File: config.mk
export PLATFORM = sky130hd
export DESIGN_NAME = riscv_core
export DESIGN_NICKNAME = d
export VERILOG_FILES = /design/src/rtl/riscv_isa_pkg.sv /design/src/rtl/pipe_pkg.sv /design/src/rtl/fetch_stage.sv /design/src/rtl/decode_stage.sv /design/src/rtl/reg_file.sv /design/src/rtl/hazard_unit.sv /design/src/rtl/execute_stage.sv /design/src/rtl/writeback_stage.sv /design/src/rtl/riscv_core.sv
export SDC_FILE = /design/constraint.sdc
export NUM_CORES = 2
export LEC_CHECK = 0
export BUFFER_PORTS_ARGS = -buffer_cell sky130_fd_sc_hd__buf_2
export CAP_MARGIN = 0
export CORE_MARGIN = 2
export CORE_UTILIZATION = 40
export CTS_BUF_LIST = sky130_fd_sc_hd__clkbuf_4
export DETAILED_ROUTE_END_ITERATION = 10
export PLACE_DENSITY = 0.65
export SKIP_LAST_GASP = 1
export SLEW_MARGIN = 40
export SYNTH_ARGS = -nofsm -noshare
export SYNTH_HDL_FRONTEND = slang
export SYNTH_SLANG_ARGS = --single-unit
File: constraint.sdc
create_clock -name clk -period 10.1 [get_ports clk]
set_clock_uncertainty 0.05 [all_clocks]
set_input_delay 1.515 -clock clk [delete_from_list [all_inputs] [get_ports clk]]
set_output_delay 1.515 -clock clk [all_outputs]
set_load 0.05 [all_outputs]
File: src/rtl/riscv_isa_pkg.sv
// isa types: data word, register index, opcode, funct, alu and forwarding enums, instr fields
package riscv_isa_pkg;

    typedef logic [31:0] word_t;
    typedef logic [4:0]  reg_idx_t;

    // major opcodes of the supported subset
    typedef enum logic [6:0] {
        OP     = 7'b0110011,
        OP_IMM = 7'b0010011,
        LOAD   = 7'b0000011,
        STORE  = 7'b0100011,
        BRANCH = 7'b1100011,
        JAL    = 7'b1101111
    } opcode_e;

    // funct3 of the register and immediate alu ops
    typedef enum logic [2:0] {
        F3_ADD = 3'b000,
        F3_SLT = 3'b010,
        F3_XOR = 3'b100,
        F3_OR  = 3'b110,
        F3_AND = 3'b111
    } funct3_e;

    localparam logic [6:0] F7_SUB = 7'b0100000;

    typedef enum logic [2:0] {
        ALU_ADD,
        ALU_SUB,
        ALU_AND,
        ALU_OR,
        ALU_XOR,
        ALU_SLT
    } alu_op_e;

    typedef enum logic [1:0] {
        FWD_NONE,
        FWD_MEM,
        FWD_WB
    } fwd_sel_e;

    // r-type layout, all formats keep opcode, rd, funct3 and rs1 here
    typedef struct packed {
        logic [6:0] funct7;
        reg_idx_t   rs2;
        reg_idx_t   rs1;
        logic [2:0] funct3;
        reg_idx_t   rd;
        logic [6:0] opcode;
    } instr_fields_t;

    // addi x0, x0, 0
    localparam word_t NOP_INSTR = 32'h0000_0013;

endpackage

File: src/rtl/pipe_pkg.sv
// pipeline types: control bundle, stage registers and data-memory request
package pipe_pkg;

    typedef struct packed {
        logic                   reg_write;
        logic                   mem_read;
        logic                   mem_write;
        logic                   branch;
        logic                   branch_ne;
        logic                   jump;
        logic                   alu_src;
        riscv_isa_pkg::alu_op_e alu_op;
    } ctrl_t;

    typedef struct packed {
        riscv_isa_pkg::word_t pc;
        riscv_isa_pkg::word_t instr;
    } if_id_t;

    typedef struct packed {
        ctrl_t                   ctrl;
        riscv_isa_pkg::word_t    pc;
        riscv_isa_pkg::word_t    rs1_data;
        riscv_isa_pkg::word_t    rs2_data;
        riscv_isa_pkg::word_t    imm;
        riscv_isa_pkg::reg_idx_t rs1;
        riscv_isa_pkg::reg_idx_t rs2;
        riscv_isa_pkg::reg_idx_t rd;
    } id_ex_t;

    typedef struct packed {
        logic                    reg_write;
        logic                    mem_read;
        logic                    mem_write;
        logic                    jump;
        riscv_isa_pkg::word_t    alu_result;
        riscv_isa_pkg::word_t    store_data;
        riscv_isa_pkg::word_t    link;
        riscv_isa_pkg::reg_idx_t rd;
    } ex_mem_t;

    typedef struct packed {
        logic                    reg_write;
        logic                    mem_read;
        logic                    jump;
        riscv_isa_pkg::word_t    alu_result;
        riscv_isa_pkg::word_t    load_data;
        riscv_isa_pkg::word_t    link;
        riscv_isa_pkg::reg_idx_t rd;
    } mem_wb_t;

    // word-addressed single-cycle request
    typedef struct packed {
        logic                 read;
        logic                 write;
        logic [29:0]          addr;
        riscv_isa_pkg::word_t wdata;
    } dmem_req_t;

endpackage

File: src/rtl/fetch_stage.sv
// fetch stage: pc register, next-pc select and IF/ID register
module fetch_stage #(
    parameter riscv_isa_pkg::word_t RESET_PC = 32'h0
) (
    input  logic                 clk,
    input  logic                 rst_n,
    input  logic                 stall,
    input  logic                 redirect,
    input  riscv_isa_pkg::word_t redirect_pc,
    output riscv_isa_pkg::word_t imem_addr,
    input  riscv_isa_pkg::word_t imem_rdata,
    output pipe_pkg::if_id_t     if_id
);

    riscv_isa_pkg::word_t pc;
    riscv_isa_pkg::word_t pc_next;

    assign imem_addr = pc;

    // redirect wins, it never coincides with a load-use stall
    always_comb begin
        if (redirect) begin
            pc_next = redirect_pc;
        end else if (stall) begin
            pc_next = pc;
        end else begin
            pc_next = pc + 32'd4;
        end
    end

    always_ff @(posedge clk) begin
        if (!rst_n) begin
            pc <= RESET_PC;
        end else begin
            pc <= pc_next;
        end
    end

    // IF/ID, squashed to a nop when EX redirects
    always_ff @(posedge clk) begin
        if (!rst_n) begin
            if_id <= '{pc: RESET_PC, instr: riscv_isa_pkg::NOP_INSTR};
        end else if (redirect) begin
            if_id <= '{pc: pc, instr: riscv_isa_pkg::NOP_INSTR};
        end else if (!stall) begin
            if_id <= '{pc: pc, instr: imem_rdata};
        end
    end

endmodule

File: src/rtl/decode_stage.sv
// decode stage: control decode, immediate generation and ID/EX register
module decode_stage (
    input  logic                    clk,
    input  logic                    rst_n,
    input  logic                    stall,
    input  logic                    flush,
    input  pipe_pkg::if_id_t        if_id,
    output riscv_isa_pkg::reg_idx_t rs1_idx,
    output riscv_isa_pkg::reg_idx_t rs2_idx,
    input  riscv_isa_pkg::word_t    rs1_data,
    input  riscv_isa_pkg::word_t    rs2_data,
    output pipe_pkg::id_ex_t        id_ex
);

    riscv_isa_pkg::word_t          ins;
    riscv_isa_pkg::instr_fields_t  fields;
    riscv_isa_pkg::opcode_e        opcode;
    riscv_isa_pkg::funct3_e        funct3;
    riscv_isa_pkg::word_t          imm;
    pipe_pkg::ctrl_t               ctrl;
    pipe_pkg::id_ex_t              id_ex_d;

    function automatic riscv_isa_pkg::alu_op_e alu_decode(
        input riscv_isa_pkg::funct3_e f3,
        input logic                   sub
    );
        case (f3)
            riscv_isa_pkg::F3_ADD: alu_decode = sub ? riscv_isa_pkg::ALU_SUB
                                                    : riscv_isa_pkg::ALU_ADD;
            riscv_isa_pkg::F3_SLT: alu_decode = riscv_isa_pkg::ALU_SLT;
            riscv_isa_pkg::F3_XOR: alu_decode = riscv_isa_pkg::ALU_XOR;
            riscv_isa_pkg::F3_OR:  alu_decode = riscv_isa_pkg::ALU_OR;
            riscv_isa_pkg::F3_AND: alu_decode = riscv_isa_pkg::ALU_AND;
            default:               alu_decode = riscv_isa_pkg::ALU_ADD;
        endcase
    endfunction

    assign ins     = if_id.instr;
    assign fields  = ins;
    assign opcode  = riscv_isa_pkg::opcode_e'(fields.opcode);
    assign funct3  = riscv_isa_pkg::funct3_e'(fields.funct3);
    assign rs1_idx = fields.rs1;
    assign rs2_idx = fields.rs2;

    // ----------------------------------------------------------------------
    // control decode
    always_comb begin
        ctrl        = '0;
        ctrl.alu_op = riscv_isa_pkg::ALU_ADD;
        case (opcode)
            riscv_isa_pkg::OP: begin
                ctrl.reg_write = 1'b1;
                ctrl.alu_op    = alu_decode(funct3, fields.funct7 == riscv_isa_pkg::F7_SUB);
            end
            riscv_isa_pkg::OP_IMM: begin
                ctrl.reg_write = 1'b1;
                ctrl.alu_src   = 1'b1;
                ctrl.alu_op    = alu_decode(funct3, 1'b0);
            end
            riscv_isa_pkg::LOAD: begin
                ctrl.reg_write = 1'b1;
                ctrl.mem_read  = 1'b1;
                ctrl.alu_src   = 1'b1;
            end
            riscv_isa_pkg::STORE: begin
                ctrl.mem_write = 1'b1;
                ctrl.alu_src   = 1'b1;
            end
            riscv_isa_pkg::BRANCH: begin
                ctrl.branch    = 1'b1;
                ctrl.branch_ne = fields.funct3[0];
            end
            riscv_isa_pkg::JAL: begin
                ctrl.reg_write = 1'b1;
                ctrl.jump      = 1'b1;
            end
            default: ;
        endcase
    end

    // immediates, I format unless the opcode says otherwise
    always_comb begin
        case (opcode)
            riscv_isa_pkg::STORE:  imm = {{20{ins[31]}}, ins[31:25], ins[11:7]};
            riscv_isa_pkg::BRANCH: imm = {{19{ins[31]}}, ins[31], ins[7], ins[30:25],
                                          ins[11:8], 1'b0};
            riscv_isa_pkg::JAL:    imm = {{11{ins[31]}}, ins[31], ins[19:12], ins[20],
                                          ins[30:21], 1'b0};
            default:               imm = {{20{ins[31]}}, ins[31:20]};
        endcase
    end

    // ----------------------------------------------------------------------
    // ID/EX register, stall or flush leaves a bubble
    always_comb begin
        id_ex_d.ctrl     = (stall || flush) ? '0 : ctrl;
        id_ex_d.pc       = if_id.pc;
        id_ex_d.rs1_data = rs1_data;
        id_ex_d.rs2_data = rs2_data;
        id_ex_d.imm      = imm;
        id_ex_d.rs1      = fields.rs1;
        id_ex_d.rs2      = fields.rs2;
        id_ex_d.rd       = fields.rd;
    end

    always_ff @(posedge clk) begin
        id_ex <= id_ex_d;
        if (!rst_n) begin
            id_ex.ctrl <= '0;
        end
    end

endmodule

File: src/rtl/reg_file.sv
// register file: 31 writable registers, x0 reads zero, write-first bypass
module reg_file (
    input  logic                    clk,
    input  logic                    rst_n,
    input  riscv_isa_pkg::reg_idx_t rs1_idx,
    input  riscv_isa_pkg::reg_idx_t rs2_idx,
    output riscv_isa_pkg::word_t    rs1_data,
    output riscv_isa_pkg::word_t    rs2_data,
    input  logic                    wb_en,
    input  riscv_isa_pkg::reg_idx_t wb_rd,
    input  riscv_isa_pkg::word_t    wb_data
);

    riscv_isa_pkg::word_t regs [1:31];

    always_ff @(posedge clk) begin
        if (rst_n && wb_en && wb_rd != '0) begin
            regs[wb_rd] <= wb_data;
        end
    end

    // same-cycle write shows up on the read ports
    assign rs1_data = (rs1_idx == '0) ? '0 :
                      (wb_en && wb_rd == rs1_idx) ? wb_data : regs[rs1_idx];
    assign rs2_data = (rs2_idx == '0) ? '0 :
                      (wb_en && wb_rd == rs2_idx) ? wb_data : regs[rs2_idx];

endmodule

File: src/rtl/hazard_unit.sv
// hazard unit: EX operand forwarding select and load-use stall
module hazard_unit (
    input  pipe_pkg::id_ex_t         id_ex,
    input  pipe_pkg::ex_mem_t        ex_mem,
    input  pipe_pkg::mem_wb_t        mem_wb,
    input  riscv_isa_pkg::reg_idx_t  rs1_idx,
    input  riscv_isa_pkg::reg_idx_t  rs2_idx,
    output riscv_isa_pkg::fwd_sel_e  fwd_a,
    output riscv_isa_pkg::fwd_sel_e  fwd_b,
    output logic                     stall
);

    // nearest producer first
    function automatic riscv_isa_pkg::fwd_sel_e pick_src(
        input riscv_isa_pkg::reg_idx_t src,
        input pipe_pkg::ex_mem_t       mem,
        input pipe_pkg::mem_wb_t       wb
    );
        if (mem.reg_write && mem.rd != '0 && mem.rd == src) begin
            pick_src = riscv_isa_pkg::FWD_MEM;
        end else if (wb.reg_write && wb.rd != '0 && wb.rd == src) begin
            pick_src = riscv_isa_pkg::FWD_WB;
        end else begin
            pick_src = riscv_isa_pkg::FWD_NONE;
        end
    endfunction

    assign fwd_a = pick_src(id_ex.rs1, ex_mem, mem_wb);
    assign fwd_b = pick_src(id_ex.rs2, ex_mem, mem_wb);

    // load in EX feeding the instruction in ID
    assign stall = id_ex.ctrl.mem_read && id_ex.rd != '0 &&
                   (id_ex.rd == rs1_idx || id_ex.rd == rs2_idx);

endmodule

File: src/rtl/execute_stage.sv
// execute stage: forwarding muxes, alu, branch resolve, EX/MEM register, dmem request
module execute_stage (
    input  logic                    clk,
    input  logic                    rst_n,
    input  pipe_pkg::id_ex_t        id_ex,
    input  riscv_isa_pkg::fwd_sel_e fwd_a,
    input  riscv_isa_pkg::fwd_sel_e fwd_b,
    input  riscv_isa_pkg::word_t    wb_data,
    output logic                    redirect,
    output riscv_isa_pkg::word_t    redirect_pc,
    output pipe_pkg::ex_mem_t       ex_mem,
    output pipe_pkg::dmem_req_t     dmem_req
);

    riscv_isa_pkg::word_t mem_fwd;
    riscv_isa_pkg::word_t op_a;
    riscv_isa_pkg::word_t rs2_val;
    riscv_isa_pkg::word_t op_b;
    riscv_isa_pkg::word_t alu_result;
    logic                 taken;
    pipe_pkg::ex_mem_t    ex_mem_d;

    function automatic riscv_isa_pkg::word_t fwd_mux(
        input riscv_isa_pkg::fwd_sel_e sel,
        input riscv_isa_pkg::word_t    reg_val,
        input riscv_isa_pkg::word_t    mem_val,
        input riscv_isa_pkg::word_t    wb_val
    );
        case (sel)
            riscv_isa_pkg::FWD_MEM: fwd_mux = mem_val;
            riscv_isa_pkg::FWD_WB:  fwd_mux = wb_val;
            default:                fwd_mux = reg_val;
        endcase
    endfunction

    // a jal in MEM forwards its link value
    assign mem_fwd = ex_mem.jump ? ex_mem.link : ex_mem.alu_result;
    assign op_a    = fwd_mux(fwd_a, id_ex.rs1_data, mem_fwd, wb_data);
    assign rs2_val = fwd_mux(fwd_b, id_ex.rs2_data, mem_fwd, wb_data);
    assign op_b    = id_ex.ctrl.alu_src ? id_ex.imm : rs2_val;

    always_comb begin
        case (id_ex.ctrl.alu_op)
            riscv_isa_pkg::ALU_SUB: alu_result = op_a - op_b;
            riscv_isa_pkg::ALU_AND: alu_result = op_a & op_b;
            riscv_isa_pkg::ALU_OR:  alu_result = op_a | op_b;
            riscv_isa_pkg::ALU_XOR: alu_result = op_a ^ op_b;
            riscv_isa_pkg::ALU_SLT: alu_result = {31'b0, $signed(op_a) < $signed(op_b)};
            default:                alu_result = op_a + op_b;
        endcase
    end

    // ----------------------------------------------------------------------
    // branch and jal resolve here
    assign taken       = id_ex.ctrl.branch && ((op_a == rs2_val) != id_ex.ctrl.branch_ne);
    assign redirect    = taken || id_ex.ctrl.jump;
    assign redirect_pc = id_ex.pc + id_ex.imm;

    always_comb begin
        ex_mem_d.reg_write  = id_ex.ctrl.reg_write;
        ex_mem_d.mem_read   = id_ex.ctrl.mem_read;
        ex_mem_d.mem_write  = id_ex.ctrl.mem_write;
        ex_mem_d.jump       = id_ex.ctrl.jump;
        ex_mem_d.alu_result = alu_result;
        ex_mem_d.store_data = rs2_val;
        ex_mem_d.link       = id_ex.pc + 32'd4;
        ex_mem_d.rd         = id_ex.rd;
    end

    always_ff @(posedge clk) begin
        ex_mem <= ex_mem_d;
        if (!rst_n) begin
            ex_mem.reg_write <= 1'b0;
            ex_mem.mem_read  <= 1'b0;
            ex_mem.mem_write <= 1'b0;
            ex_mem.jump      <= 1'b0;
        end
    end

    assign dmem_req = '{read:  ex_mem.mem_read,
                        write: ex_mem.mem_write,
                        addr:  ex_mem.alu_result[31:2],
                        wdata: ex_mem.store_data};

endmodule

File: src/rtl/writeback_stage.sv
// writeback stage: MEM/WB register and result select
module writeback_stage (
    input  logic                    clk,
    input  logic                    rst_n,
    input  pipe_pkg::ex_mem_t       ex_mem,
    input  riscv_isa_pkg::word_t    dmem_rdata,
    output pipe_pkg::mem_wb_t       mem_wb,
    output logic                    wb_en,
    output riscv_isa_pkg::reg_idx_t wb_rd,
    output riscv_isa_pkg::word_t    wb_data
);

    // load data is captured as it returns
    always_ff @(posedge clk) begin
        mem_wb <= '{reg_write:  ex_mem.reg_write,
                    mem_read:   ex_mem.mem_read,
                    jump:       ex_mem.jump,
                    alu_result: ex_mem.alu_result,
                    load_data:  dmem_rdata,
                    link:       ex_mem.link,
                    rd:         ex_mem.rd};
        if (!rst_n) begin
            mem_wb.reg_write <= 1'b0;
            mem_wb.mem_read  <= 1'b0;
            mem_wb.jump      <= 1'b0;
        end
    end

    assign wb_en   = mem_wb.reg_write;
    assign wb_rd   = mem_wb.rd;
    assign wb_data = mem_wb.jump     ? mem_wb.link :
                     mem_wb.mem_read ? mem_wb.load_data : mem_wb.alu_result;

endmodule

File: src/rtl/riscv_core.sv
// core top: five-stage pipeline wiring
module riscv_core #(
    parameter riscv_isa_pkg::word_t RESET_PC = 32'h0
) (
    input  logic                 clk,
    input  logic                 rst_n,
    output riscv_isa_pkg::word_t imem_addr,
    input  riscv_isa_pkg::word_t imem_rdata,
    output pipe_pkg::dmem_req_t  dmem_req,
    input  riscv_isa_pkg::word_t dmem_rdata
);

    pipe_pkg::if_id_t        if_id;
    pipe_pkg::id_ex_t        id_ex;
    pipe_pkg::ex_mem_t       ex_mem;
    pipe_pkg::mem_wb_t       mem_wb;
    riscv_isa_pkg::reg_idx_t rs1_idx;
    riscv_isa_pkg::reg_idx_t rs2_idx;
    riscv_isa_pkg::word_t    rs1_data;
    riscv_isa_pkg::word_t    rs2_data;
    riscv_isa_pkg::fwd_sel_e fwd_a;
    riscv_isa_pkg::fwd_sel_e fwd_b;
    logic                    stall;
    logic                    redirect;
    riscv_isa_pkg::word_t    redirect_pc;
    logic                    wb_en;
    riscv_isa_pkg::reg_idx_t wb_rd;
    riscv_isa_pkg::word_t    wb_data;

    fetch_stage #(.RESET_PC(RESET_PC)) fetch_stage_inst (
        .clk(clk), .rst_n(rst_n), .stall(stall), .redirect(redirect),
        .redirect_pc(redirect_pc), .imem_addr(imem_addr), .imem_rdata(imem_rdata),
        .if_id(if_id)
    );

    decode_stage decode_stage_inst (
        .clk(clk), .rst_n(rst_n), .stall(stall), .flush(redirect), .if_id(if_id),
        .rs1_idx(rs1_idx), .rs2_idx(rs2_idx), .rs1_data(rs1_data), .rs2_data(rs2_data),
        .id_ex(id_ex)
    );

    reg_file reg_file_inst (
        .clk(clk), .rst_n(rst_n), .rs1_idx(rs1_idx), .rs2_idx(rs2_idx),
        .rs1_data(rs1_data), .rs2_data(rs2_data),
        .wb_en(wb_en), .wb_rd(wb_rd), .wb_data(wb_data)
    );

    hazard_unit hazard_unit_inst (
        .id_ex(id_ex), .ex_mem(ex_mem), .mem_wb(mem_wb), .rs1_idx(rs1_idx),
        .rs2_idx(rs2_idx), .fwd_a(fwd_a), .fwd_b(fwd_b), .stall(stall)
    );

    execute_stage execute_stage_inst (
        .clk(clk), .rst_n(rst_n), .id_ex(id_ex), .fwd_a(fwd_a), .fwd_b(fwd_b),
        .wb_data(wb_data), .redirect(redirect), .redirect_pc(redirect_pc),
        .ex_mem(ex_mem), .dmem_req(dmem_req)
    );

    writeback_stage writeback_stage_inst (
        .clk(clk), .rst_n(rst_n), .ex_mem(ex_mem), .dmem_rdata(dmem_rdata),
        .mem_wb(mem_wb), .wb_en(wb_en), .wb_rd(wb_rd), .wb_data(wb_data)
    );

endmodule

==> results.md <==
* Worst path required time at 11320 ps
* Placement row count at 153
* Most common cell after layout, fill and taps aside: edfxtp_1
* HPWL after DPL at 138000 um
* Hold_sp: dmem_rdata[27]
* Startpoint Class: flop
* Reg2reg end: execute_stage_inst.dmem_req[61]
* Crit path kind: flop to flop
* Crit. End Element: flop
* Drt wl/cell at 28.0 um
* CTS tree: done
* Routed Antenna Nets at 0
* Iter 0 DRT Violations at 5513
* Post-route setup TNS at 0 ps
* Worst Hold Class: primary input to flop
* Outcome: finished, final reports clean
* Mapped Cells at 4890
* Dpl cell area at 73500 um^2
* Worst R2R Setup Slack at 3410 ps
* Hold Path Depth at 1
* Peak VDD IR at 0.000145 V
* Worst min-delay path endpoint: writeback_stage_inst.mem_wb[64]
* FF+latch area at 39000 um^2
* Multi-input gate area at 29100 um^2
* Power per Cell Area at 199 nW/um^2
* Core area at 174000 um^2
* Syn avg cell area at 14.3 um^2
* Layout fillers at 15.5k
* Fin nets at 5404
* H-tree depth at 5
* Post-synth EDFFs at 992
* Fmax at 0.150 GHz
* Reg2Reg Depth at 20
* Fin. Hold Viols at 0
* Clk_lat worst skew at 1410 ps
* Minimum clock period at 6690 ps
* FF+latch count, synth at 1449
* GR Util All Layers at 24.0%
* Area Overhead vs Synth at 12.1%
* Async set-reset flop share out of synthesis at 0%
* Largest net degree at the start of global routing at 124
* Global-route wire length before repair at 313000 um
* Crit path max fanout at 35
* DRT Wirelength at 218000 um
* Die ar. at 178000 um^2
* Static Leak at 0.0270 uW
* Starting density of the core at 40.2%
* Die X at 422 um
* RSZ-0062 raised after global routing: no
* IO Pins at 162
* # DRC at 0
* Count of warnings emitted by yosys at 0
* Layout cells sized above 1 at 29.0%
* Syn_nets at 5088
* Post-route cell area at 78200 um^2
* Number of global-route vias before repair at 46.1k
* Data arrival, critical path at 7910 ps
* Commonest cells after routing, fill and taps aside: edfxtp_1 (992), mux4_2 (556), clkbuf_4 (551)
* Post-synth cell types at 87
* RD Place Congestion at 0.951
* Die Ht at 422 um
* Clock root cell: clkbuf_4
* Clock sinks at 1449
* Reg clk slew, reported paths at 70 ps
* IO Port Bufs at 161
* Final setup violation count at 0
* Relative slew slack at 39.0%
* Vias per cell at 5.96
* Total clock buffers created by CTS at 387
* CTS Buffer Depth at 4
* Initial antenna violation count at 5
* Sequential area share after synthesis at 55.8%
* Post CTS Setup Buffer Count at 0
* PostCTS Resize Cnt at 0
* Via count at 46.4k
* Post-cts hold buffer count at 0
* 1st-pass router iterations at 6
* Final period util at 66.2%
* Total congestion overflow at 0
* Synthesized area at 69800 um^2
* Top_reg_cell synth: edfxtp_1
* Slew Limit Fails at 0
* Maxcap violations at 0
* Worst-margin pin slew at 915 ps
* Reg2reg start: writeback_stage_inst.wb_rd[2]
[cell families (layout without fill, tap and decap cells)]
group / count (synthesis) / in the layout / synth area share, %
XOR/XNOR: 193 / 193 / 2.42
AO/OA/AOI/OAI: 803 / 803 / 7.47
flip-flops: 1449 / 1449 / 55.8
other: 0 / 8 / 0
multiplexers: 889 / 889 / 22.8
adder cells (fa/ha/maj): 132 / 132 / 2.40
buffers and inverters: 504 / 1065 / 3.17
AND/OR/NAND/NOR: 920 / 920 / 5.93
[state kept, by name, summed over array words and instances, names as in the netlist, named ones only]
signal                       count
decode_stage_inst.id_ex        142
execute_stage_inst.dmem_req     64
execute_stage_inst.ex_mem       41
fetch_stage_inst.if_id          64
fetch_stage_inst.imem_addr      32
reg_file_inst.regs             992
writeback_stage_inst.mem_wb     98
writeback_stage_inst.wb_en       1
writeback_stage_inst.wb_rd       5
[synthesized netlist by cell type (121+ instances only)]
library cell	count	area share, %
edfxtp_1	992	43
mux4_2	556	18
a21oi_1	239	1.7
xnor2_1	126	1.6
a211oi_1	136	1.5
dfxtp_1	457	13
ha_1	129	2.3
mux2i_1	291	4.2
inv_1	121	0.65
nand2_1	253	1.4
nor2_1	347	1.9
clkbuf_1	202	1.1
[layout make-up]
cell class,instances,share of cell area (%)
Antenna cell,8,0.0256
Clock buffer,551,5.29
Clock inverter,83,0.522
Inverter,125,0.600
Multi-Input combinational cell,2937,37.2
Sequential cell,1449,49.8
Tap cell,2325,3.72
Timing Repair Buffer,306,2.80
[worst max-delay path, stage by stage (launching register included)]
cell	delay (ps)
dfxtp_1	600
or3_1	510
o311ai_2	180
nor2_4	130
buf_4	520
mux2i_1	330
mux2i_1	130
mux2_2	320
ha_1	320
a21o_1	190
a21oi_1	320
o21a_1	220
o31ai_2	140
o311ai_0	700
a21oi_1	260
a21bo_2	290
a41oi_1	540
o211ai_1	290
a41o_1	310
mux2i_1	140
o21ai_0	100
[stage by stage]
| stage | util, % | std cells | hold WS (ps) | worst slack, ps | power (uW) |
|---|---|---|---|---|---|
| after global routing | 45.0 | 7784 | 52.1 | 2980 | 16100 |
| after floorplan | - | 4890 | 276 | 4270 | 9490 |
| after CTS | 45.0 | 7771 | 57.7 | 3420 | 15600 |
| after global placement | 42.2 | 7117 | 285 | 3480 | 10600 |
| final | 45.0 | 7784 | 158 | 3410 | 15500 |
| after detailed placement | 42.4 | 7137 | 286 | 3360 | 10600 |
[worst max path at each step]
stage | start | cells past startpoint | endpoint
after floorplan | writeback_stage_inst.mem_wb[102] | 21 | execute_stage_inst.dmem_req[61]
after global placement | writeback_stage_inst.wb_rd[2] | 20 | execute_stage_inst.dmem_req[61]
after detailed placement | writeback_stage_inst.wb_rd[2] | 20 | execute_stage_inst.dmem_req[61]
after CTS | writeback_stage_inst.wb_rd[2] | 20 | execute_stage_inst.dmem_req[61]
after global routing | writeback_stage_inst.wb_rd[3] | 20 | execute_stage_inst.dmem_req[61]
final | writeback_stage_inst.wb_rd[2] | 20 | execute_stage_inst.dmem_req[61]
[metal layers]
metal,vias to the layer above,part of all wire [%],track usage (%)
met5,-,0,0
met4,0,4.4,10.8
met3,499,9.4,5.04
met2,2503,47,38.3
met1,23500,39,31.6
li1,19900,-,-
[where the power goes]
group / internal (uW) / total [uW] / switching [uW]
combinational: 975 / 3230 / 2250
clock: 2550 / 4930 / 2380
sequential: 7120 / 7380 / 257
(Power assumes the default switching activity.)
